File: src/logic/nes_bus_pkg.sv
package nes_bus_pkg;

    // CPU bus widths
    typedef logic [15:0] addr_t;
    typedef logic [7:0]  data_t;

    // Region codes from the address decoder
    typedef logic [1:0] region_t;

    localparam region_t region_ram  = 2'd0;
    localparam region_t region_ppu  = 2'd1;
    localparam region_t region_ctlr = 2'd2;
    localparam region_t region_none = 2'd3;

    // Picture-processor register selects, codes 0 to 7 follow address bits 2:0
    typedef logic [3:0] ppu_sel_t;

    localparam ppu_sel_t ppu_ctrl   = 4'd0;
    localparam ppu_sel_t ppu_mask   = 4'd1;
    localparam ppu_sel_t ppu_status = 4'd2;
    localparam ppu_sel_t oam_addr   = 4'd3;
    localparam ppu_sel_t oam_data   = 4'd4;
    localparam ppu_sel_t ppu_scroll = 4'd5;
    localparam ppu_sel_t ppu_addr   = 4'd6;
    localparam ppu_sel_t ppu_data   = 4'd7;
    // Sprite DMA, write only
    localparam ppu_sel_t oam_dma    = 4'd8;

    // Sprite DMA register address
    localparam addr_t oam_dma_addr = 16'h4014;

    // Serial pad ports
    localparam addr_t ctlr_port1_addr = 16'h4016;
    localparam addr_t ctlr_port2_addr = 16'h4017;

endpackage : nes_bus_pkg

File: src/logic/wb_cpu_port.sv
module wb_cpu_port (
    input  logic                clock,
    input  logic                reset_n,
    input  logic                cyc,
    input  logic                stb,
    input  logic                we,
    input  nes_bus_pkg::addr_t  adr,
    input  nes_bus_pkg::data_t  dat_w,
    output nes_bus_pkg::data_t  dat_r,
    output logic                ack,
    output logic                access,
    output nes_bus_pkg::addr_t  acc_addr,
    output logic                acc_we,
    output nes_bus_pkg::data_t  acc_wdata,
    input  nes_bus_pkg::region_t region,
    input  nes_bus_pkg::data_t  ram_rdata,
    input  nes_bus_pkg::data_t  ppu_data,
    input  nes_bus_pkg::data_t  ctlr_data
);

    import nes_bus_pkg::*;

    region_t rd_region;
    data_t   rd_hold;

    // One access per bus cycle, the cycle before ack
    assign access    = cyc && stb && !ack;
    assign acc_addr  = adr;
    assign acc_we    = we;
    assign acc_wdata = dat_w;

    always_ff @(posedge clock or negedge reset_n) begin
        if (!reset_n) begin
            ack       <= 1'b0;
            rd_region <= region_none;
            rd_hold   <= '0;
        end else begin
            ack <= access;
            if (access) begin
                rd_region <= we ? region_none : region;
                if (we) begin
                    rd_hold <= '0;
                end else begin
                    case (region)
                        region_ppu:  rd_hold <= ppu_data;
                        region_ctlr: rd_hold <= ctlr_data;
                        default:     rd_hold <= '0;
                    endcase
                end
            end
        end
    end

    // RAM output is already registered on the access edge
    assign dat_r = (rd_region == region_ram) ? ram_rdata : rd_hold;

    // Master keeps stb up until it has seen ack
    a_stb_until_ack : assert property (@(posedge clock) disable iff (!reset_n)
        $fell(stb) |-> ack)
        else $error("strobe dropped before acknowledge");

endmodule : wb_cpu_port

File: config.mk
export PLATFORM = sky130hd
export DESIGN_NAME = wb_cpu_port
export DESIGN_NICKNAME = d
export VERILOG_FILES = /design/src/logic/nes_bus_pkg.sv /design/src/logic/wb_cpu_port.sv
export SDC_FILE = /design/constraint.sdc
export NUM_CORES = 1
export LEC_CHECK = 0
export BUFFER_PORTS_ARGS = -buffer_cell sky130_fd_sc_hd__buf_2
export CAP_MARGIN = 20
export CORE_MARGIN = 2
export CORE_UTILIZATION = 38
export CTS_CLUSTER_DIAMETER = 150
export DETAILED_ROUTE_END_ITERATION = 8
export PLACE_DENSITY = 0.83
export SETUP_SLACK_MARGIN = 0.15
export SLEW_MARGIN = 20
export SYNTH_ARGS = -nofsm -noshare
export SYNTH_HDL_FRONTEND = slang
export SYNTH_SLANG_ARGS = --single-unit
File: constraint.sdc
create_clock -name clock -period 3.6 [get_ports clock]
set_clock_uncertainty 0.15 [all_clocks]
set_input_delay 0.54 -clock clock [delete_from_list [all_inputs] [get_ports clock]]
set_output_delay 0.54 -clock clock [all_outputs]
set_load 0.05 [all_outputs]
# Word-level counts from Yosys, hierarchy flattened
# Cells that the tools add are included.
[totals]
elab_cells = 13
out_inout_bits = 35
input_bits = 55
register_bits = 11
[classes]
n_reduce_logical = 4
n_eq_ne = 2
muxes = 4
[op_table]
columns = ["op", "n"]
rows = [
  ["$mux W8", 2],
  ["$pmux W8 S2", 1],
  ["$eq A2 B1 Y1 const B", 1],
  ["$eq A2 B2 Y1 const B", 1],
  ["$logic_and A1 B1 Y1", 2],
  ["$logic_not A2 Y1", 1],
  ["$mux W2", 1],
  ["$logic_not A1 Y1", 1],
]

# Logic depth before layout (Yosys ltp)
[depth]
ltp_word = 3
ltp_mapped = 5
depth_no_buf = 4

# Worst setup path after synthesis
# Ideal clock, no wire load.
[synth_timing]
path_kind = "reg-to-output"
from = "reg ack"
to = "out access"
arrival_time_ns = 1.274
setup_slack_ns = 1.636
required_ns = 2.910
stages_incl_launch_ff = 4
n_path_buf = 1
cell_sequence = "dfrtp_1 > nand3b_4 > buf_2 > inv_1"
[synth_via]
elab_chain_len = 2
[synth_lines]
columns = ["item", "line_no", "rtl"]
rows = [
  ["from (decl)", "wb_cpu_port.sv:10", "output logic ack,"],
  ["from (signal assigned)", "wb_cpu_port.sv:38", "ack <= access;"],
  ["$logic_not A1 Y1", "wb_cpu_port.sv:27", "assign access = cyc && stb && !ack;"],
  ["$logic_and A1 B1 Y1", "wb_cpu_port.sv:27", ""],
  ["to (decl)", "wb_cpu_port.sv:11", "output logic access,"],
]
# Every way passes these cells.

# Worst setup path in the final report
[layout_timing]
from = "reg rd_region[1]"
to = "out dat_r[7]"
[layout_via]
elab_chain_len = 2
[layout_lines]
columns = ["item", "line_no", "rtl"]
rows = [
  ["from (decl)", "wb_cpu_port.sv:23", "region_t rd_region;"],
  ["from (signal assigned)", "wb_cpu_port.sv:35", "rd_region <= region_none;"],
  ["from (signal assigned)", "wb_cpu_port.sv:40", "rd_region <= we ? region_none : region;"],
  ["$logic_not A2 Y1", "wb_cpu_port.sv:55", "assign dat_r = (rd_region == region_ram) ? ram_rdata : rd_hold;"],
  ["$mux W8", "wb_cpu_port.sv:55", ""],
  ["to (decl)", "wb_cpu_port.sv:9", "output nes_bus_pkg::data_t dat_r,"],
]
# Every way passes these cells.

==> reports/results.tsv <==
metric	value	unit
status	finished clean	
Initial Util	39.86	%
CTS Buffer Depth	2	
Synth Area in Simple Gates	9.456	%
I/O pin count	90	
LEAKAGE	0.4947	nW
sequential cell area fraction in the yosys report	31.81	%
TNS Setup	0	ns
Sw Ratio	37.97	%
Reg area	277.8	um^2
Distinct cells, synth	18	
Synth Area in Compound Gates	19.48	%
final hold vios	0	
CTS tree	built	
GPL Wtd Cong	0.6425	
fill count	217	
share of power burned in registers	39.4	%
Post-CTS Setup Bufs	0	
dpl cells	126	
initial antenna violation count	0	
DP Wirelength	1333	um
Clock Latency Late Sink	0.26	ns
final setup violation count	0	
Max Clock Freq	465.7	MHz
vias in the first global route	568	
CTS buffer count	3	
max-slew violations	0	
largest net degree at the start of global routing	22	
syn_area_per_cell	10.04	um^2
GRT overflow	0	
synthesized instance count	87	
area of the multi-input gates	367.9	um^2
Worst setup startpoint	rd_region[1]	
Max-Cap Viols	0	
Syn Std Cell Area	873.3	um^2
vias per cell	4.840	
Core Region	2191	um^2
Worst-Margin Slew	0.4407	ns
area grow syn2layout	6.877	%
post-synthesis xor/xnor area fraction	0	%
Sw Pwr	0.0001373	W
unrepaired setup endpoints after global routing	false	
global-route wire length before repair	2497	um
adder and majority gate portion of the synthesized area	2.865	%
Site Rows	17	
clk sinks	11	
cell internal pwr	0.0002243	W
VDD IR max	0.0001624	V
DP Area	897.1	um^2
WHS	0.3337	ns
Clock power frac	22.2	%
CP Class	register to output port	
crit share post-route	59.65	%
Synthesized Nets	144	
largest family of logic cells by synthesized area	buffers and inverters	
H-tree Lvls	1	
number of synthesized register bits	11	
share of cells above drive strength 1	56.31	%
RR Startpoint	ack	
CP required	2.91	ns
Hold Path Class	register to register	
design area	933.4	um^2
fin cells	131	
Port Buffer Count	41	
Comb power frac	38.4	%
Pwr Density	387.4	nW/um^2
# nets final	161	
final WL	1717	um
remaining antenna violation count	0	
Rel. slew slack	70.62	%
Worst EP arrival	1.46	ns
gr usage total	12.78	%
Iter 0 DRT Violations	11	
mux cell area share after synthesis	10.32	%
Die Wd	51.94	um
hold path startpoint	rd_region[0]	
Die Y	51.94	um
critical path capture point type	output port	
Via Count	634	
Avg WL per Cell	13.11	um
die area	2698	um^2
clock-pin slew on the worst setup and hold paths	0.07	ns
count of warnings emitted by yosys	0	
Worst Setup Start Kind	register	
Tmin final	2.147	ns
clk root buf	clkbuf_4	
diode count	0	
DRC viols	0	
critical path fanouts, max	8	
drt pass-1 iters	4	
Yosys cell counts:
| library cell | count | area, um^2 |
|---|---|---|
| buf_1 | 2 | 7.510 |
| o31ai_2 | 8 | 100.1 |
| inv_1 | 3 | 11.26 |
| buf_6 | 1 | 11.26 |
| mux2_1 | 6 | 67.56 |
| ha_1 | 2 | 25.02 |
| a22oi_1 | 8 | 60.06 |
| nor2_1 | 2 | 7.510 |
| buf_4 | 25 | 187.7 |
| buf_2 | 2 | 10.01 |
| dfrtp_1 | 9 | 225.2 |
| or2_1 | 1 | 6.260 |
| dfstp_2 | 2 | 52.55 |
| o21ai_1 | 2 | 10.01 |
| mux2_2 | 2 | 22.52 |
| nand3b_4 | 1 | 20.02 |
| nand2_1 | 10 | 37.54 |
| nor2_4 | 1 | 11.26 |
metal layers:
metal | GRT usage [%] | vias up | wire, um
met4 | 14.91 | 0 | 115
met5 | 0 | - | 0
li1 | - | 307 | -
met1 | 14.85 | 274 | 679
met2 | 18.78 | 37 | 763
met3 | 1.437 | 16 | 158
through the flow:
stage / util, % / power [W] / setup slack [ns]
floorplan: - / 0.0003191 / 1.636
global placement: 40.95 / 0.0002802 / 1.647
detailed placement: 40.95 / 0.0002831 / 1.626
CTS: 42.60 / 0.0003645 / 1.438
global route: 42.60 / 0.0003776 / 1.392
finish: 42.60 / 0.0003616 / 1.453
flip-flops by register name, summed over array words and instances, names as in the netlist:
signal,count
ack,1
rd_region,2
rd_hold,8
layout make-up:
type | count | area share (%)
Clock buffer | 4 | 2.815
Inverter | 3 | 1.206
Multi-Input combinational cell | 43 | 39.41
Sequential cell | 11 | 29.76
Tap cell | 28 | 3.753
Timing Repair Buffer | 42 | 23.06
layout by cell type, fill, tap and decap left out:
| cell | n |
|---|---|
| or2_1 | 1 |
| o31ai_2 | 8 |
| dlygate4sd3_1 | 1 |
| dfrtp_1 | 9 |
| mux2_2 | 2 |
| ha_1 | 2 |
| o21ai_1 | 2 |
| mux2_1 | 6 |
| clkbuf_1 | 1 |
| buf_2 | 41 |
| clkbuf_4 | 3 |
| nand2_1 | 10 |
| nor2_4 | 1 |
| inv_1 | 3 |
| a22oi_1 | 8 |
| dfstp_2 | 2 |
| nand3b_4 | 1 |
| nor2_1 | 2 |
repair_timing:
action                                  CTS  global route
endpoints found under the hold margin     9             0
endpoints found under the setup margin    0             0
hold buffers                              1             0
resized for setup                         0             0
final timing paths:
path                                 to  slack (ns)  depth (start not counted)
max                            dat_r[7]        1.45                          3
min reg2reg                rd_region[0]        0.33                          2
min in group asynchronous           ack        0.51                          2
min                        rd_region[0]        0.33                          2
max reg2reg                  rd_hold[2]        2.28                          2
max in group asynchronous  rd_region[0]        2.54                          2
cell families after synthesis:
family | after synthesis
compound gates | 18
fa+ha+maj | 2
buf+inv | 33
flops | 11
mux | 8
simple gates | 15
critical path, cell delays in order (launching register included):
cell,delay (ns)
dfstp_2,0.38
nor2_4,0.24
mux2_2,0.36
buf_2,0.21
power by group through the flow:
stage          combinational, W  sequential [W]  clock [W]
2_1_floorplan          0.000174        0.000145          0
3_3_place_gp           0.000136        0.000144          0
3_5_place_dp           0.000138        0.000145          0
4_1_cts                0.000140        0.000143  0.0000819
5_1_grt                0.000149        0.000143  0.0000855
6_report               0.000139        0.000142  0.0000802
Power figures use the tool's default switching activity.
