--- src/logic/nes_bus_pkg.sv ---
package nes_bus_pkg;

    // CPU bus widths
    typedef logic [15:0] addr_t;
    typedef logic [7:0]  data_t;

    // Region codes from the address decoder
    typedef logic [1:0] region_t;

    localparam region_t region_ram  = 2'd0;
    localparam region_t region_ppu  = 2'd1;
    localparam region_t region_ctlr = 2'd2;
    localparam region_t region_none = 2'd3;

    // Picture-processor register selects, codes 0 to 7 follow address bits 2:0
    typedef logic [3:0] ppu_sel_t;

    localparam ppu_sel_t ppu_ctrl   = 4'd0;
    localparam ppu_sel_t ppu_mask   = 4'd1;
    localparam ppu_sel_t ppu_status = 4'd2;
    localparam ppu_sel_t oam_addr   = 4'd3;
    localparam ppu_sel_t oam_data   = 4'd4;
    localparam ppu_sel_t ppu_scroll = 4'd5;
    localparam ppu_sel_t ppu_addr   = 4'd6;
    localparam ppu_sel_t ppu_data   = 4'd7;
    // Sprite DMA, write only
    localparam ppu_sel_t oam_dma    = 4'd8;

    // Sprite DMA register address
    localparam addr_t oam_dma_addr = 16'h4014;

    // Serial pad ports
    localparam addr_t ctlr_port1_addr = 16'h4016;
    localparam addr_t ctlr_port2_addr = 16'h4017;

endpackage : nes_bus_pkg

--- src/logic/ppu_reg_port.sv ---
module ppu_reg_port (
    input  logic                  access,
    input  logic                  ppu_hit,
    input  logic                  acc_we,
    input  nes_bus_pkg::ppu_sel_t ppu_sel_in,
    input  nes_bus_pkg::data_t    acc_wdata,
    output logic                  ppu_en,
    output logic                  ppu_we,
    output nes_bus_pkg::ppu_sel_t ppu_sel,
    output nes_bus_pkg::data_t    ppu_wdata,
    input  nes_bus_pkg::data_t    ppu_rdata,
    output nes_bus_pkg::data_t    ppu_data
);

    import nes_bus_pkg::*;

    logic ppu_rd;
    logic dma_sel;

    // Strobe only in the access cycle
    assign ppu_en  = access && ppu_hit;
    assign ppu_we  = ppu_en && acc_we;
    assign ppu_rd  = ppu_en && !acc_we;
    assign ppu_sel = ppu_sel_in;
    assign dma_sel = (ppu_sel_in == oam_dma);

    // Write data bus stays quiet outside of writes
    assign ppu_wdata = ppu_we ? acc_wdata : '0;

    // Sprite DMA has no read side, reads give zero
    assign ppu_data = (ppu_rd && !dma_sel) ? ppu_rdata : '0;

    always_comb begin
        if (ppu_rd) begin
            assert (!dma_sel)
                else $error("read of write-only sprite DMA register");
        end
    end

endmodule : ppu_reg_port

--- config.mk ---
export PLATFORM = sky130hd
export DESIGN_NAME = ppu_reg_port
export DESIGN_NICKNAME = d
export VERILOG_FILES = /design/src/logic/nes_bus_pkg.sv /design/src/logic/ppu_reg_port.sv
export SDC_FILE = /design/constraint.sdc
export NUM_CORES = 1
export LEC_CHECK = 0
export ABC_CLOCK_PERIOD_IN_PS = 800
export BUFFER_PORTS_ARGS = -buffer_cell sky130_fd_sc_hd__buf_2
export CORE_AREA = 2 2 39 41
export DETAILED_ROUTE_END_ITERATION = 10
export DIE_AREA = 0 0 41 43
export PLACE_DENSITY = 0.71
export SETUP_SLACK_MARGIN = 0.02
export SLEW_MARGIN = 10
export SYNTH_ARGS = -nofsm -noshare
export SYNTH_HDL_FRONTEND = slang
export SYNTH_SLANG_ARGS = --single-unit
--- constraint.sdc ---
create_clock -name vclk -period 0.8
set_input_delay 0.04 -clock vclk [all_inputs]
set_output_delay 0.04 -clock vclk [all_outputs]
set_load 0.005 [all_outputs]
## After elaboration in Yosys (flattened, before gate mapping)

Cells that the tools add are included.

| cells by class | value |
|---|---|
| equality and inequality tests | 1 |
| multiplexer cells | 2 |
| reductions and logical operators | 6 |

Operators by type and width:

| cell | number |
|---|---|
| $mux W8 | 2 |
| $eq A4 B4 Y1 const B | 1 |
| $logic_and A1 B1 Y1 | 4 |
| $logic_not A1 Y1 | 2 |

| word-level totals | value |
|---|---|
| register bits after elaboration | 0 |
| bits of input ports | 23 |
| output and inout bits | 22 |
| logic and storage cells | 9 |

## Depth between registers and ports, before layout

Gate-level depths: netlist of run 1.

| logic depth | value |
|---|---|
| depth in word-level cells | 4 |
| gate-level depth with buffers | 4 |
| gate-level depth less buffers | 2 |

## Worst setup path after synthesis of run 1

OpenSTA, ideal clock, no wires.

| timing | value |
|---|---|
| path kind | input to output |
| start | input acc_we |
| end | output ppu_wdata[0] |
| arrival | 0.589 ns |
| slack | 0.171 ns |
| cell stages on the path | 4 |
| path buffers | 2 |
| path through | buf_6 > and3_4 > buf_6 > and2_4 |

| between the ends | value |
|---|---|
| cells in the longest elaborated chain, start to end | 2 |

Ends and longest elaborated chain:

| item | line | source |
|---|---|---|
| start, declared | ppu_reg_port.sv:4 | `input logic acc_we,` |
| $logic_and A1 B1 Y1 | ppu_reg_port.sv:22 | `assign ppu_we = ppu_en && acc_we;` |
| net ppu_we | ppu_reg_port.sv:8 | `output logic ppu_we,` |
| $mux W8 | ppu_reg_port.sv:28 | `assign ppu_wdata = ppu_we ? acc_wdata : '0;` |
| end, declared | ppu_reg_port.sv:10 | `output nes_bus_pkg::data_t ppu_wdata,` |

The timed path passes the listed nets, and every way through them passes these cells.

## Worst setup path in the final report of run 1

| timing | value |
|---|---|
| start | input ppu_sel_in[3] |
| end | output ppu_data[6] |

| between the ends | value |
|---|---|
| cells in the longest elaborated chain, start to end | 4 |

Ends and longest elaborated chain:

| item | line | source |
|---|---|---|
| start, declared | ppu_reg_port.sv:5 | `input nes_bus_pkg::ppu_sel_t ppu_sel_in,` |
| $eq A4 B4 Y1 | ppu_reg_port.sv:25 | `assign dma_sel = (ppu_sel_in == oam_dma);` |
| $logic_not A1 Y1 | ppu_reg_port.sv:31 | `assign ppu_data = (ppu_rd && !dma_sel) ? ppu_rdata : '0;` |
| $logic_and A1 B1 Y1 | ppu_reg_port.sv:31 |  |
| $mux W8 | ppu_reg_port.sv:31 |  |
| end, declared | ppu_reg_port.sv:12 | `output nes_bus_pkg::data_t ppu_data` |

No other way between the ends.

==> results of run 1 <==
-- per-layer routing --
layer | routed length, microns | vias up | track usage, %
met5 | 0 | - | 0
met4 | 0 | 0 | 0
met3 | 123 | 0 | 0.5236
met2 | 409 | 32 | 17.81
met1 | 242 | 147 | 8.544
li1 | - | 170 | -
-- final cells by class --
cell class         count  area [sq um]
multi-input cells     19         231.5
fillers              154         867.1
well taps             16         20.02
repair buffers        46         261.5
inverters              1         3.754
-- stage by stage --
step / power (W) / setup WS [ns] / std cells / hold slack [ns]
after global placement: 0.0001533 / -0.09210 / 82 / 0.2733
final: 0.0001852 / -0.02917 / 82 / 0.2457
after detailed placement: 0.0001551 / -0.08941 / 82 / 0.2746
after CTS: 0.0001852 / -0.04132 / 82 / 0.2499
after global routing: 0.0002054 / -0.1026 / 82 / 0.2630
after floorplan: 0.00008082 / 0.1711 / 26 / 0.1608
-- logic make-up (layout without fill, tap and decap cells) --
kind of cell,Yosys count,after routing,synth area share [%]
buf+inv,7,47,23.93
simple gates,19,19,76.06
-- how the worst max path moves through the flow --
stage | startpoint | endpoint | slack (ns) | cells after the start
after CTS | ppu_sel_in[3] | ppu_data[6] | -0.04 | 5
after global placement | ppu_sel_in[3] | ppu_data[5] | -0.09 | 5
after floorplan | acc_we | ppu_wdata[0] | 0.17 | 4
after detailed placement | ppu_sel_in[3] | ppu_data[6] | -0.09 | 5
final | ppu_sel_in[3] | ppu_data[6] | -0.03 | 5
after global routing | ppu_sel_in[3] | ppu_data[6] | -0.10 | 5
-- placed cells by master, fill, tap and decap left out, drive strengths merged --
| master | count |
|---|---|
| and2 | 8 |
| nand2 | 1 |
| buf | 46 |
| nor4b | 9 |
| and3 | 1 |
| inv | 1 |
-- where the power goes --
group	total [W]	switching, W	internal (W)
sequential	0	0	0
clock	0	0	0
combinational	0.000185	0.0000708	0.000114
total	0.000185	0.0000708	0.000114
-- critical path: cells and delay by family --
family	cells	cell delay, ns
buf+inv	3	0.38
simple gates	2	0.37
-- synthesized netlist by cell type --
cell	n
nor4b_4	1
buf_4	4
buf_6	2
nand2_1	1
and3_4	1
nor4b_1	8
and2_4	8
inv_1	1
-- what timing repair did --
item                                    in CTS  in global routing
buffers inserted                             0                  0
gates resized for setup                     14                  1
endpoints found under the setup margin       8                 16
hold buffers                                 0                  0
hold endpoints to repair                     0                  0
pin swaps                                    7                  1
==> metrics.yaml, run 1 <==
status: "complete, but fails checks"
violations: "negative setup slack"
synth_area_sq_um: 235.2
fmax_ghz: 1.206
post_dp_cell_area_sq_um: 435.4
ant_nets: 0
dr.first_iter.drc_count: 0
critPathMaxFanout: 8
synth_top_area_share_pct: 29.79
hold_viol: 0
end_kind: "output pin"
overflow: 0
rows: 14
peakVddDrop_mv: 0.1795
seq_area_sq_um: 0
yosysSeqAreaShare_pct: 0
routed-via-count: 349
path_class: "in -> out"
areaGrowthSynthToFinish_pct: 119.7
core_sq_um: 1384
drt-vias-per-instance: 4.256
utilization_pct: 37.34
critPathRequiredTime_ns: 0.76
grt_usage_pct: 8.492
drcViolationCount: 0
finalCritPeriodShare_pct: 103.6
grt_pass1_wl_microns: 1117
die-width_microns: 41
drive_gt1_share_pct: 98.48
p_per_area_nw_per_um2: 358.4
nNetsFinal: 91
synth_nets: 49
dieArea_sq_um: 1763
post_drt_wl_per_cell_microns: 9.451
synthCells: 26
die-height_microns: 43
drt_wl_total_microns: 775
min_path_type: "in -> out"
nClkBuffers: 0
cp-start-kind: "input port"
cap_violations: 0
worst_pin_slew_ns: 0.2483
path_cells: "buf_6 -> nor4b_4 -> buf_6 -> nor4b_2 -> buf_2"
final.setup.worst_slack_ns: -0.02917
tns_ns: -0.1825
grt_max_degree: 10
antenna-diode-count: 0
yosys-top-cells-area: "and2_4 (30%), nor4b_1 (30%), buf_4 (13%)"
seq_cell_count: 0
grt_pass1_vias: 288
slowest_delay_ns: 0.25
synth_top_area_cell: "and2_4"
drv_slew: 0
setup_violations: 8
dr.pass1.iters: 1
routabilityCongestion: 0.6649
hold_depth: 2
synth.avg_cell_area_sq_um: 9.047
cp_slowest_cell: "nor4b_2"
slew_headroom_pct: 83.39
arrival_ns: 0.79
antenna_found_initial: 0
yosysWarnings: 0
ios: 45
numPortBuffers: 45
crit_top_cell: "buf_6"
rsz0062_at_grt: "yes"
fin_crit_ns: 0.8292
initial_core_util_pct: 17.00
hold_end: "ppu_sel[3]"
hold_path_startpoint: "ppu_sel_in[3]"
synthDistinctLibCells: 8
leakagePower_nw: 0.2938
design_area_sq_um: 516.7
Power figures use the tool's default switching activity.
==> run 2, diff against run 1 <==
ABC_AREA = 1   (was not set)
ABC_CLOCK_PERIOD_IN_PS = 940   (was 800)
PLACE_DENSITY = not set   (was 0.71)
clock period = 0.94 ns   (was 0.8 ns; I/O delays follow)
==> run 2 against run 1 <==
The run now ends clean; critical path depth grew 1; cell area decreased by 18%; combinational power shrank 33%; setup slack improved by 0.31 ns; non-clock buffer count decreased by 1; first-iteration DRC count unchanged; critical endpoint unchanged; largest cell class unchanged; largest power group unchanged.
==> metrics.yaml, run 2 <==
initial_core_util_pct: 15.19  # -1.8 points
postCtsSetupRepairBufs: 0  # unchanged
routabilityCongestion: 0.5830  # -12%
setup_violations: 0  # -8
drt_wl_total_microns: 610  # -21%
rows: 14  # unchanged
drive_gt1_share_pct: 58.62  # -40 points
synth_nets: 69  # +41%
nClkBuffers: 0  # unchanged
areaGrowthSynthToFinish_pct: 102.4
path_cells: "buf_2 -> nor2_1 -> nand2_1 -> nand2_4 -> nor2_1 -> buf_2"
multi_input_area_sq_um: 108.9  # -53%
cts_hold_buf: 0  # unchanged
hold_viol: 0  # unchanged
post_drt_wl_per_cell_microns: 5.922  # -37%
critPathRequiredTime_ns: 0.89  # +0.13 ns
grt_pass1_wl_microns: 945  # -15%
drt-vias-per-instance: 3.398  # -20%
fmax_ghz: 1.522
antenna-diode-count: 0  # unchanged
yosys-top-cells-area: "inv_1 (32%), nor2_1 (30%), buf_4 (14%)"
drcViolationCount: 0  # unchanged
seq_area_sq_um: 0  # unchanged
tns_ns: 0  # +0.1825 ns
rsz0062_at_grt: "no"
end_kind: "output pin"
dp.cells: 103  # +26%
fin_crit_ns: 0.6570
final_common_cell: "buf_2"
worst_pin_slew_ns: 0.1555  # -0.09278 ns
instances_no_fill: 103  # +26%
cp-start-kind: "input port"
path_class: "in -> out"
finalCritPeriodShare_pct: 69.90
dr.first_iter.drc_count: 0  # unchanged
p_per_area_nw_per_um2: 292.2  # -18%
ctsResizeCount: 0  # -14
dp_hpwl_microns: 571.7
utilization_pct: 30.74  # -6.6 points
slowest_delay_ns: 0.12  # -0.13 ns
leakagePower_nw: 0.3577  # +22%
synthDistinctLibCells: 9  # +1
grt_max_degree: 10  # unchanged
status: "completed"
arrival_ns: 0.61  # -0.18 ns
synth.avg_cell_area_sq_um: 4.570  # -49%
hold_depth: 2  # unchanged
netlist_top_cells_count: "inv_1 (18), nor2_1 (17), buf_4 (4)"
grt_usage_pct: 6.893  # -1.6 points
nNetsFinal: 112  # +23%
synth_top_area_cell: "inv_1"
yosysSeqAreaShare_pct: 0  # unchanged
ant_nets: 0  # unchanged
critPathMaxFanout: 8  # unchanged
routed-via-count: 350  # +0.29%
critPathTopFamily: "simple AND/OR/NAND/NOR gates"
dr.pass1.iters: 1  # unchanged
mostFrequentLayoutCells: "buf_2 (45), inv_1 (18), nor2_1 (17)"
ios: 45  # unchanged
numPortBuffers: 45  # unchanged
n_fill_cell: 161  # +4.5%
design_area_sq_um: 425.4  # -18%
drv_slew: 0  # unchanged
slew_headroom_pct: 89.60  # +6.2 points
synth_top_area_share_pct: 32.14  # +2.4 points
cp_slowest_cell: "buf_2"
yosysWarnings: 0  # unchanged
die-height_microns: 43  # unchanged
synth_area_sq_um: 210.2  # -11%
min_path_type: "in -> out"
crit_buf_inv: 2  # -1
overflow: 0  # unchanged
peakVddDrop_mv: 0.08901  # -50%
core_sq_um: 1384  # unchanged
seq_cell_count: 0  # unchanged
cap_violations: 0  # unchanged
die-width_microns: 41  # unchanged
crit_cells: 6  # +1
synth.most_common_cell: "inv_1"
dieArea_sq_um: 1763  # unchanged
synthCells: 46  # +77%
post_dp_cell_area_sq_um: 425.4  # -2.3%
grt_pass1_vias: 271  # -5.9%
antenna_found_initial: 0  # unchanged
## run 2: layout make-up
class,count,share of cell area (%)
inverters,19,16.76
multi-input cells,23,25.59
repair buffers,45,52.94
well taps,16,4.706
## run 2: metal layers
| layer | up-vias | GRT usage, % | wire (microns) |
|---|---|---|---|
| li1 | 198 | - | - |
| met2 | 26 | 13.13 | 299 |
| met1 | 126 | 8.228 | 226 |
| met5 | - | 0 | 0 |
| met4 | 0 | 0 | 0 |
| met3 | 0 | 0.5236 | 84 |
## run 2: worst paths after layout
path	startpoint	to	slack (ns)
max	ppu_sel_in[2]	ppu_data[6]	0.28
min	ppu_sel_in[3]	ppu_sel[3]	0.27
## run 2: power breakdown
part	internal [W]	switching [W]	leakage (nW)
logic	0.0000678	0.0000565	0.358
clock network	0	0	0
registers	0	0	0
## run 2: kinds of logic (layout without fill, tap and decap cells)
| group | after synthesis | in the layout | synth area share (%) |
|---|---|---|---|
| buffers and inverters | 23 | 64 | 48.21 |
| AND/OR/NAND/NOR | 23 | 23 | 51.78 |
## run 2: metrics by stage
step                setup slack, ns  total power [W]  hold slack, ns
global placement             0.2719        0.0001243          0.2753
CTS                          0.2651        0.0001271          0.2745
floorplan                    0.5030       0.00005798          0.1647
global route                 0.1986        0.0001443          0.2888
detailed placement           0.2644        0.0001266          0.2741
finish                       0.2830        0.0001243          0.2731
