--- src/logic/nes_bus_pkg.sv ---
package nes_bus_pkg;

    // CPU bus widths
    typedef logic [15:0] addr_t;
    typedef logic [7:0]  data_t;

    // Region codes from the address decoder
    typedef logic [1:0] region_t;

    localparam region_t region_ram  = 2'd0;
    localparam region_t region_ppu  = 2'd1;
    localparam region_t region_ctlr = 2'd2;
    localparam region_t region_none = 2'd3;

    // Picture-processor register selects, codes 0 to 7 follow address bits 2:0
    typedef logic [3:0] ppu_sel_t;

    localparam ppu_sel_t ppu_ctrl   = 4'd0;
    localparam ppu_sel_t ppu_mask   = 4'd1;
    localparam ppu_sel_t ppu_status = 4'd2;
    localparam ppu_sel_t oam_addr   = 4'd3;
    localparam ppu_sel_t oam_data   = 4'd4;
    localparam ppu_sel_t ppu_scroll = 4'd5;
    localparam ppu_sel_t ppu_addr   = 4'd6;
    localparam ppu_sel_t ppu_data   = 4'd7;
    // Sprite DMA, write only
    localparam ppu_sel_t oam_dma    = 4'd8;

    // Sprite DMA register address
    localparam addr_t oam_dma_addr = 16'h4014;

    // Serial pad ports
    localparam addr_t ctlr_port1_addr = 16'h4016;
    localparam addr_t ctlr_port2_addr = 16'h4017;

endpackage : nes_bus_pkg

--- src/logic/ctlr_interface.sv ---
module ctlr_interface #(
    parameter int pulse_len = 3
) (
    input  logic               clock,
    input  logic               reset_n,
    input  logic               access,
    input  logic               acc_we,
    input  nes_bus_pkg::addr_t acc_addr,
    input  nes_bus_pkg::data_t acc_wdata,
    input  logic               ctlr_data_p1,
    input  logic               ctlr_data_p2,
    output logic               ctlr_pulse_p1,
    output logic               ctlr_pulse_p2,
    output logic               ctlr_latch,
    output nes_bus_pkg::data_t ctlr_data
);

    import nes_bus_pkg::*;

    localparam int cnt_bits = (pulse_len > 1) ? $clog2(pulse_len) : 1;

    typedef enum logic {
        idle,
        pulsing
    } pulse_state_t;

    logic       port2_sel;
    logic       pad_bit;
    logic [1:0] rd_hit;
    logic [1:0] pulse_n;

    assign port2_sel = (acc_addr == ctlr_port2_addr);
    assign rd_hit[0] = access && !acc_we && (acc_addr == ctlr_port1_addr);
    assign rd_hit[1] = access && !acc_we && port2_sel;

    // Latch strobe lives in bit 0 of port 1
    always_ff @(posedge clock or negedge reset_n) begin
        if (!reset_n) begin
            ctlr_latch <= 1'b0;
        end else if (access && acc_we && (acc_addr == ctlr_port1_addr)) begin
            ctlr_latch <= acc_wdata[0];
        end
    end

    for (genvar i = 0; i < 2; i++) begin : g_port
        pulse_state_t        state;
        logic [cnt_bits-1:0] cnt;

        always_ff @(posedge clock or negedge reset_n) begin
            if (!reset_n) begin
                state <= idle;
                cnt   <= '0;
            end else begin
                case (state)
                    idle: begin
                        if (rd_hit[i]) begin
                            state <= pulsing;
                            cnt   <= cnt_bits'(pulse_len - 1);
                        end
                    end
                    // A read during a running pulse does not restart it
                    pulsing: begin
                        if (cnt == '0) begin
                            state <= idle;
                        end else begin
                            cnt <= cnt - 1'b1;
                        end
                    end
                    default: state <= idle;
                endcase
            end
        end

        assign pulse_n[i] = (state != pulsing);

        a_pulse_len : assert property (@(posedge clock) disable iff (!reset_n)
            $fell(pulse_n[i]) |-> ##pulse_len $rose(pulse_n[i]))
            else $error("pad clock pulse width wrong on port %0d", i + 1);
    end

    assign ctlr_pulse_p1 = pulse_n[0];
    assign ctlr_pulse_p2 = pulse_n[1];

    // Pad data pins are active low
    assign pad_bit   = port2_sel ? ctlr_data_p2 : ctlr_data_p1;
    assign ctlr_data = {7'b0, ~pad_bit};

endmodule : ctlr_interface

--- config.mk ---
export PLATFORM = sky130hd
export DESIGN_NAME = ctlr_interface
export DESIGN_NICKNAME = d
export VERILOG_FILES = /design/src/logic/nes_bus_pkg.sv /design/src/logic/ctlr_interface.sv
export SDC_FILE = /design/constraint.sdc
export NUM_CORES = 1
export LEC_CHECK = 0
export CORE_AREA = 2 2 39 41
export DETAILED_ROUTE_END_ITERATION = 7
export DIE_AREA = 0 0 41 43
export DONT_BUFFER_PORTS = 1
export HOLD_SLACK_MARGIN = 0.02
export PLACE_DENSITY = 0.58
export SLEW_MARGIN = 20
export SYNTH_ARGS = -nofsm -noshare
export SYNTH_HDL_FRONTEND = slang
export SYNTH_SLANG_ARGS = --single-unit
--- constraint.sdc ---
create_clock -name clock -period 2 [get_ports clock]
set_input_delay 0.4 -clock clock [delete_from_list [all_inputs] [get_ports clock]]
set_output_delay 0.4 -clock clock [all_outputs]
set_load 0.005 [all_outputs]
* Yosys cells after proc, flatten, opt, wreduce, memory -nomap -nowiden *
Index checks and enable logic that the tools add are counted.

operators by class
  equality and inequality tests = 6
  reductions and logical operators = 10
  bitwise gates (word level) = 3
  multiplexer cells = 13
  divide/modulo/power cells = 0
  order comparisons = 0
  add/subtract/negate cells = 2
  multiply operators = 0
  shift-type cells = 0

operator list
  kind                                                                     number
  16-bit by 15-bit equality test with 1-bit output, second input constant  2
  2-bit two-way mux                                                        4
  2-bit case mux with 2 select lines                                       2
  1-bit logical AND                                                        5
  1-bit two-way mux                                                        5
  2-bit zero test                                                          2
  2-bit by 1-bit inequality test with 1-bit output, second input constant  2
  2-bit inequality test, second input constant                             2
  1-bit case mux with 2 select lines                                       2
  2-bit AND reduction                                                      2
  2-bit by 1-bit subtractor with 2-bit output, second input constant       2
  1-bit NOT                                                                3
  1-bit zero test                                                          1

storage, ports and cells
  flip-flop bits (word level) = 7
  logic and storage cells = 39
  input bits = 30
  memory bits (writable) = 0
  bits in latches = 0
  ROM bits = 0
  memories kept = 0

* Longest topological paths before layout *
  word-level depth = 5
  depth in mapped cells = 5
  depth with buffers taken out = 5

* Worst setup path before layout *
Ideal clock, no wire load.

  path kind = in2out
  from = input port acc_addr[3]
  to = output port ctlr_data[0]
  required time = 1.600 ns
  setup slack = 0.579 ns
  arrival = 1.021 ns
  cell stages on the path = 3
  path through = nor4bb_1 nand4_1 mux2i_1

on the way
  longest elaborated chain between the ends = 3

ends and longest elaborated chain
  element                                           RTL line              source
  from (decl)                                       ctlr_interface.sv:8   input nes_bus_pkg::addr_t acc_addr,
  16-bit by 15-bit equality test with 1-bit output  ctlr_interface.sv:32  assign port2_sel = (acc_addr == ctlr_port2_addr);
  1-bit two-way mux                                 ctlr_interface.sv:85  assign pad_bit = port2_sel ? ctlr_data_p2 : ctlr_data_p1;
  1-bit NOT                                         ctlr_interface.sv:86  assign ctlr_data = {7'b0, ~pad_bit};
  to (decl)                                         ctlr_interface.sv:15  output nes_bus_pkg::data_t ctlr_data

Every way passes these cells.

* Final worst setup path *
  from = input port acc_addr[5]
  to = output port ctlr_data[0]

Same word-level chain as after synthesis.

==> run_summary.xml <==
<?xml version="1.0" encoding="UTF-8"?>
<metrics>
  <group name="routing">
    <metric name="drt-initial-drc-count" unit="">1</metric>
    <metric name="detailroute.via_count" unit="">383</metric>
    <metric name="route.detailed.drc" unit="">0</metric>
    <metric name="post_drt_wl_per_cell" unit="µm">11.7</metric>
    <metric name="vias_per_cell" unit="">5.25</metric>
    <metric name="totalWireLength" unit="µm">851</metric>
    <metric name="antenna_left" unit="">0</metric>
    <metric name="detail_route.first_pass.iterations" unit="">2</metric>
  </group>
  <group name="clock_network">
    <metric name="cts_root_buf" unit="">sky130_fd_sc_hd__clkbuf_4</metric>
    <metric name="clk-insertion-delay-late" unit="ns">0.25</metric>
    <metric name="cts_max_path_buffers" unit="">2</metric>
    <metric name="cts_buf_count" unit="">3</metric>
    <metric name="clock_tree.htree_level_count" unit="">1</metric>
    <metric name="cts.clk_slew.worst_paths" unit="ns">0.05</metric>
    <metric name="cts_sinks" unit="">7</metric>
    <metric name="clock_tree_from_tritoncts" unit="">done</metric>
    <metric name="postCtsSetupRepairBufs" unit="">0</metric>
    <metric name="number_of_instances_resized_during_post_cts_repair" unit="">0</metric>
  </group>
  <group name="logic_synthesis">
    <metric name="synth_async_reset_ratio" unit="">1.00</metric>
    <metric name="ys_seq_elements" unit="">7</metric>
    <metric name="synth.top_cells.by_area" unit="">sky130_fd_sc_hd__dfrtp_1 (33%), sky130_fd_sc_hd__nor4b_2 (11%), sky130_fd_sc_hd__buf_4 (9.8%)</metric>
    <metric name="post_synth_most_frequent_cells" unit="">sky130_fd_sc_hd__inv_1 (8), sky130_fd_sc_hd__buf_4 (7), sky130_fd_sc_hd__dfrtp_1 (7)</metric>
    <metric name="synth_instances" unit="">53</metric>
    <metric name="synth-compound-area-share" unit="">0.0724</metric>
    <metric name="yosys_most_used_dff" unit="">sky130_fd_sc_hd__dfrtp_1</metric>
    <metric name="post_synth_num_cell_types" unit="">24</metric>
    <metric name="synth_mux_area_frac" unit="">0.0771</metric>
    <metric name="fraction_of_synthesized_cell_area_in_xor_and_xnor_cells" unit="">0.0164</metric>
    <metric name="synth-warning-count" unit="">0</metric>
    <metric name="yosys.cell_count.top_type" unit="">sky130_fd_sc_hd__inv_1</metric>
    <metric name="synth_top_family_by_area" unit="">simple AND/OR/NAND/NOR gates</metric>
    <metric name="adder_cell_fraction_of_synth_area" unit="">0.0467</metric>
    <metric name="synth_seq_area_share" unit="">0.327</metric>
    <metric name="synthesis.area_per_instance" unit="µm²">10.1</metric>
    <metric name="yosysTopAreaCellShare" unit="">0.327</metric>
    <metric name="synth_edf_count" unit="">0</metric>
    <metric name="yosysTopAreaCell" unit="">sky130_fd_sc_hd__dfrtp_1</metric>
    <metric name="synth_simple_gate_area_share" unit="">0.299</metric>
    <metric name="synthesis.area" unit="µm²">536</metric>
  </group>
  <group name="final_layout">
    <metric name="number_of_nets_in_the_finished_design" unit="">90</metric>
    <metric name="post_route_cells_drive_above_1_share" unit="">0.193</metric>
    <metric name="layout.cell_area.non_filler" unit="µm²">562</metric>
    <metric name="fillers" unit="">152</metric>
    <metric name="flow.area_growth_from_synthesis" unit="%">4.91</metric>
    <metric name="antennaDiodeCount" unit="">0</metric>
  </group>
  <group name="sta">
    <metric name="rsz_0062_raised_after_global_routing" unit="">no</metric>
    <metric name="final_hold_viol_count" unit="">0</metric>
    <metric name="clock.fmax" unit="MHz">665</metric>
    <metric name="period_needed" unit="ns">1.50</metric>
    <metric name="fin_worst_skew" unit="ns">0.000111</metric>
    <metric name="timing_max_transition_violations_final" unit="">0</metric>
    <metric name="final.setup.tns" unit="ns">0</metric>
    <metric name="timing.final.setup_violations" unit="">0</metric>
    <metric name="timing.final.crit_share" unit="">0.752</metric>
  </group>
  <group name="grt">
    <metric name="total_grt_usage" unit="">0.119</metric>
    <metric name="number_of_antenna_violations_at_the_first_check_in_global_routing" unit="">0</metric>
    <metric name="grt_first_pass_wirelength" unit="mm">1.32</metric>
    <metric name="pin_count_of_the_biggest_net_entering_global_routing" unit="">8</metric>
    <metric name="grt_pass1_vias" unit="">380</metric>
    <metric name="globalRouteOverflowTotal" unit="">0</metric>
  </group>
  <group name="critical_path">
    <metric name="type_of_element_capturing_the_critical_path" unit="">output port</metric>
    <metric name="crit_chain" unit="">nor4b_2 -&gt; nand4_1 -&gt; mux2i_1</metric>
    <metric name="crit_slowest_cell" unit="">sky130_fd_sc_hd__nor4b_2</metric>
    <metric name="critical-path-top-delay-family" unit="">simple AND/OR/NAND/NOR gates</metric>
    <metric name="crit_path_start_kind" unit="">primary input</metric>
    <metric name="timing.setup.critical_path_class" unit="">in2out</metric>
    <metric name="worst-path-max-fanout" unit="">2</metric>
    <metric name="worst_ep_required_time" unit="ns">1.60</metric>
    <metric name="r2r_setup_slack" unit="ns">0.82</metric>
    <metric name="crit_buf_inv" unit="">0</metric>
    <metric name="timing.critical_path.arrival" unit="ns">1.10</metric>
    <metric name="critPathMaxStageDelay" unit="ns">0.26</metric>
  </group>
  <group name="power">
    <metric name="netSwitchingFraction" unit="">0.208</metric>
    <metric name="total_leakage_power" unit="µW">0.000251</metric>
    <metric name="internal_power" unit="µW">227</metric>
    <metric name="worst_ir_drop_vdd" unit="mV">0.187</metric>
    <metric name="share_comb_of_total_power" unit="">0.062</metric>
    <metric name="seq_power_share" unit="">0.496</metric>
    <metric name="power.net_switching" unit="µW">59.5</metric>
    <metric name="p_clk_frac" unit="">0.442</metric>
    <metric name="power" unit="µW">286</metric>
    <metric name="power-per-cell-area" unit="nW/µm²">509</metric>
  </group>
  <group name="placement">
    <metric name="placement.cell_area" unit="µm²">526</metric>
    <metric name="finalWeightedCongestion" unit="">0.729</metric>
    <metric name="hpwl" unit="µm">774</metric>
    <metric name="place.port_buffers" unit="">0</metric>
  </group>
  <group name="die">
    <metric name="std_cell_rows" unit="">14</metric>
    <metric name="die_h" unit="µm">43</metric>
    <metric name="effective_utilization_at_floorplan" unit="">0.387</metric>
    <metric name="die_area" unit="µm²">1760</metric>
    <metric name="die_width" unit="µm">41</metric>
    <metric name="ioPinCount" unit="">41</metric>
    <metric name="floorplan.core_area" unit="µm²">1380</metric>
  </group>
  <group name="hold_path">
    <metric name="hold_path.class" unit="">in2reg</metric>
  </group>
  <group name="flow_run">
    <metric name="timing.max_cap.violations" unit="">0</metric>
  </group>
  <group name="run_status">
    <metric name="status" unit="">finished clean</metric>
  </group>
</metrics>
==> area by class of cell <==
type | count | area, µm² | share of cell area
clock buffer | 4 | 26.3 | 0.0468
inverter | 8 | 30.0 | 0.0535
multi-input combinational | 37 | 300 | 0.535
sequential | 7 | 175 | 0.312
tap | 16 | 20.0 | 0.0356
timing repair buffer | 1 | 10.0 | 0.0178
==> power groups by stage <==
stage / logic, µW / registers [µW] / clock network [µW]
2_1_floorplan: 22.8 / 144 / 0
4_1_cts: 17.7 / 142 / 129
5_1_grt: 20.0 / 142 / 148
6_report: 17.7 / 142 / 127
3_5_place_dp: 13.7 / 144 / 0
3_3_place_gp: 13.8 / 144 / 0
==> registers in the layout (all words and copies together), names as in the netlist <==
register	flops
g_port.state	2
g_port.cnt	4
ctlr_latch	1
==> metal layers <==
layer  track usage  wire, µm
met2         0.184       430
met4         0.120        14
met5             0         0
met3        0.0366        95
met1         0.109       310
==> worst reg2reg max path: stages (launching register included) <==
cell                      delay [ns]
sky130_fd_sc_hd__dfrtp_1        0.40
sky130_fd_sc_hd__inv_1          0.06
sky130_fd_sc_hd__ha_1           0.22
sky130_fd_sc_hd__xor2_1         0.16
sky130_fd_sc_hd__nor2_1         0.05
sky130_fd_sc_hd__a31o_1         0.18
==> cells by family (layout without fill, tap and decap cells) <==
logic type	count (synthesis)	count (layout)
compound gates	5	5
xor+xnor	1	1
other cells	1	7
buf+inv	15	13
simple gates	18	18
mux	4	4
fa+ha+maj	2	2
flops	7	7
==> layout by cell type, fill, tap and decap left out, drive strengths merged, types with 2 or more instances in the layout <==
| cell | synthesis | routed |
|---|---|---|
| clkbuf | 0 | 4 |
| conb | 1 | 7 |
| dfrtp | 7 | 7 |
| ha | 2 | 2 |
| inv | 8 | 8 |
| mux2i | 3 | 3 |
| nand4 | 2 | 2 |
| nor2 | 4 | 4 |
| nor4b | 5 | 5 |
==> metrics by stage <==
stage / worst slack (ns) / std cells / hold slack [ns] / utilization
finish: 0.497 / 73 / 0.302 / 0.406
global placement: 0.461 / 68 / 0.105 / 0.380
detailed placement: 0.434 / 68 / 0.105 / 0.380
global route: 0.369 / 73 / 0.283 / 0.406
CTS: 0.486 / 73 / 0.303 / 0.406
floorplan: 0.579 / 59 / 0.104 / -
==> worst paths after layout <==
path                                              startpoint  cells after the start                            to
worst max-delay path                             acc_addr[5]                      3                  ctlr_data[0]
worst min-delay path                            acc_wdata[0]                      1        ctlr_latch$_DFFE_PN0P_
worst max register to register  g_port[0].cnt[0]$_DFFE_PN0P_                      5  g_port[0].cnt[0]$_DFFE_PN0P_
worst min register to register  g_port[1].cnt[0]$_DFFE_PN0P_                      1  g_port[1].cnt[0]$_DFFE_PN0P_
max in group asynchronous                            reset_n                      1  g_port[1].cnt[1]$_DFFE_PN0P_
min in group asynchronous                            reset_n                      1     g_port[0].state$_DFF_PN0_
==> timing repair <==
action / in CTS / in global routing
hold buffers: 1 / 0
endpoints found under the hold margin: 7 / 0
endpoints found under the setup margin: 0 / 0
(Power assumes the default switching activity.)
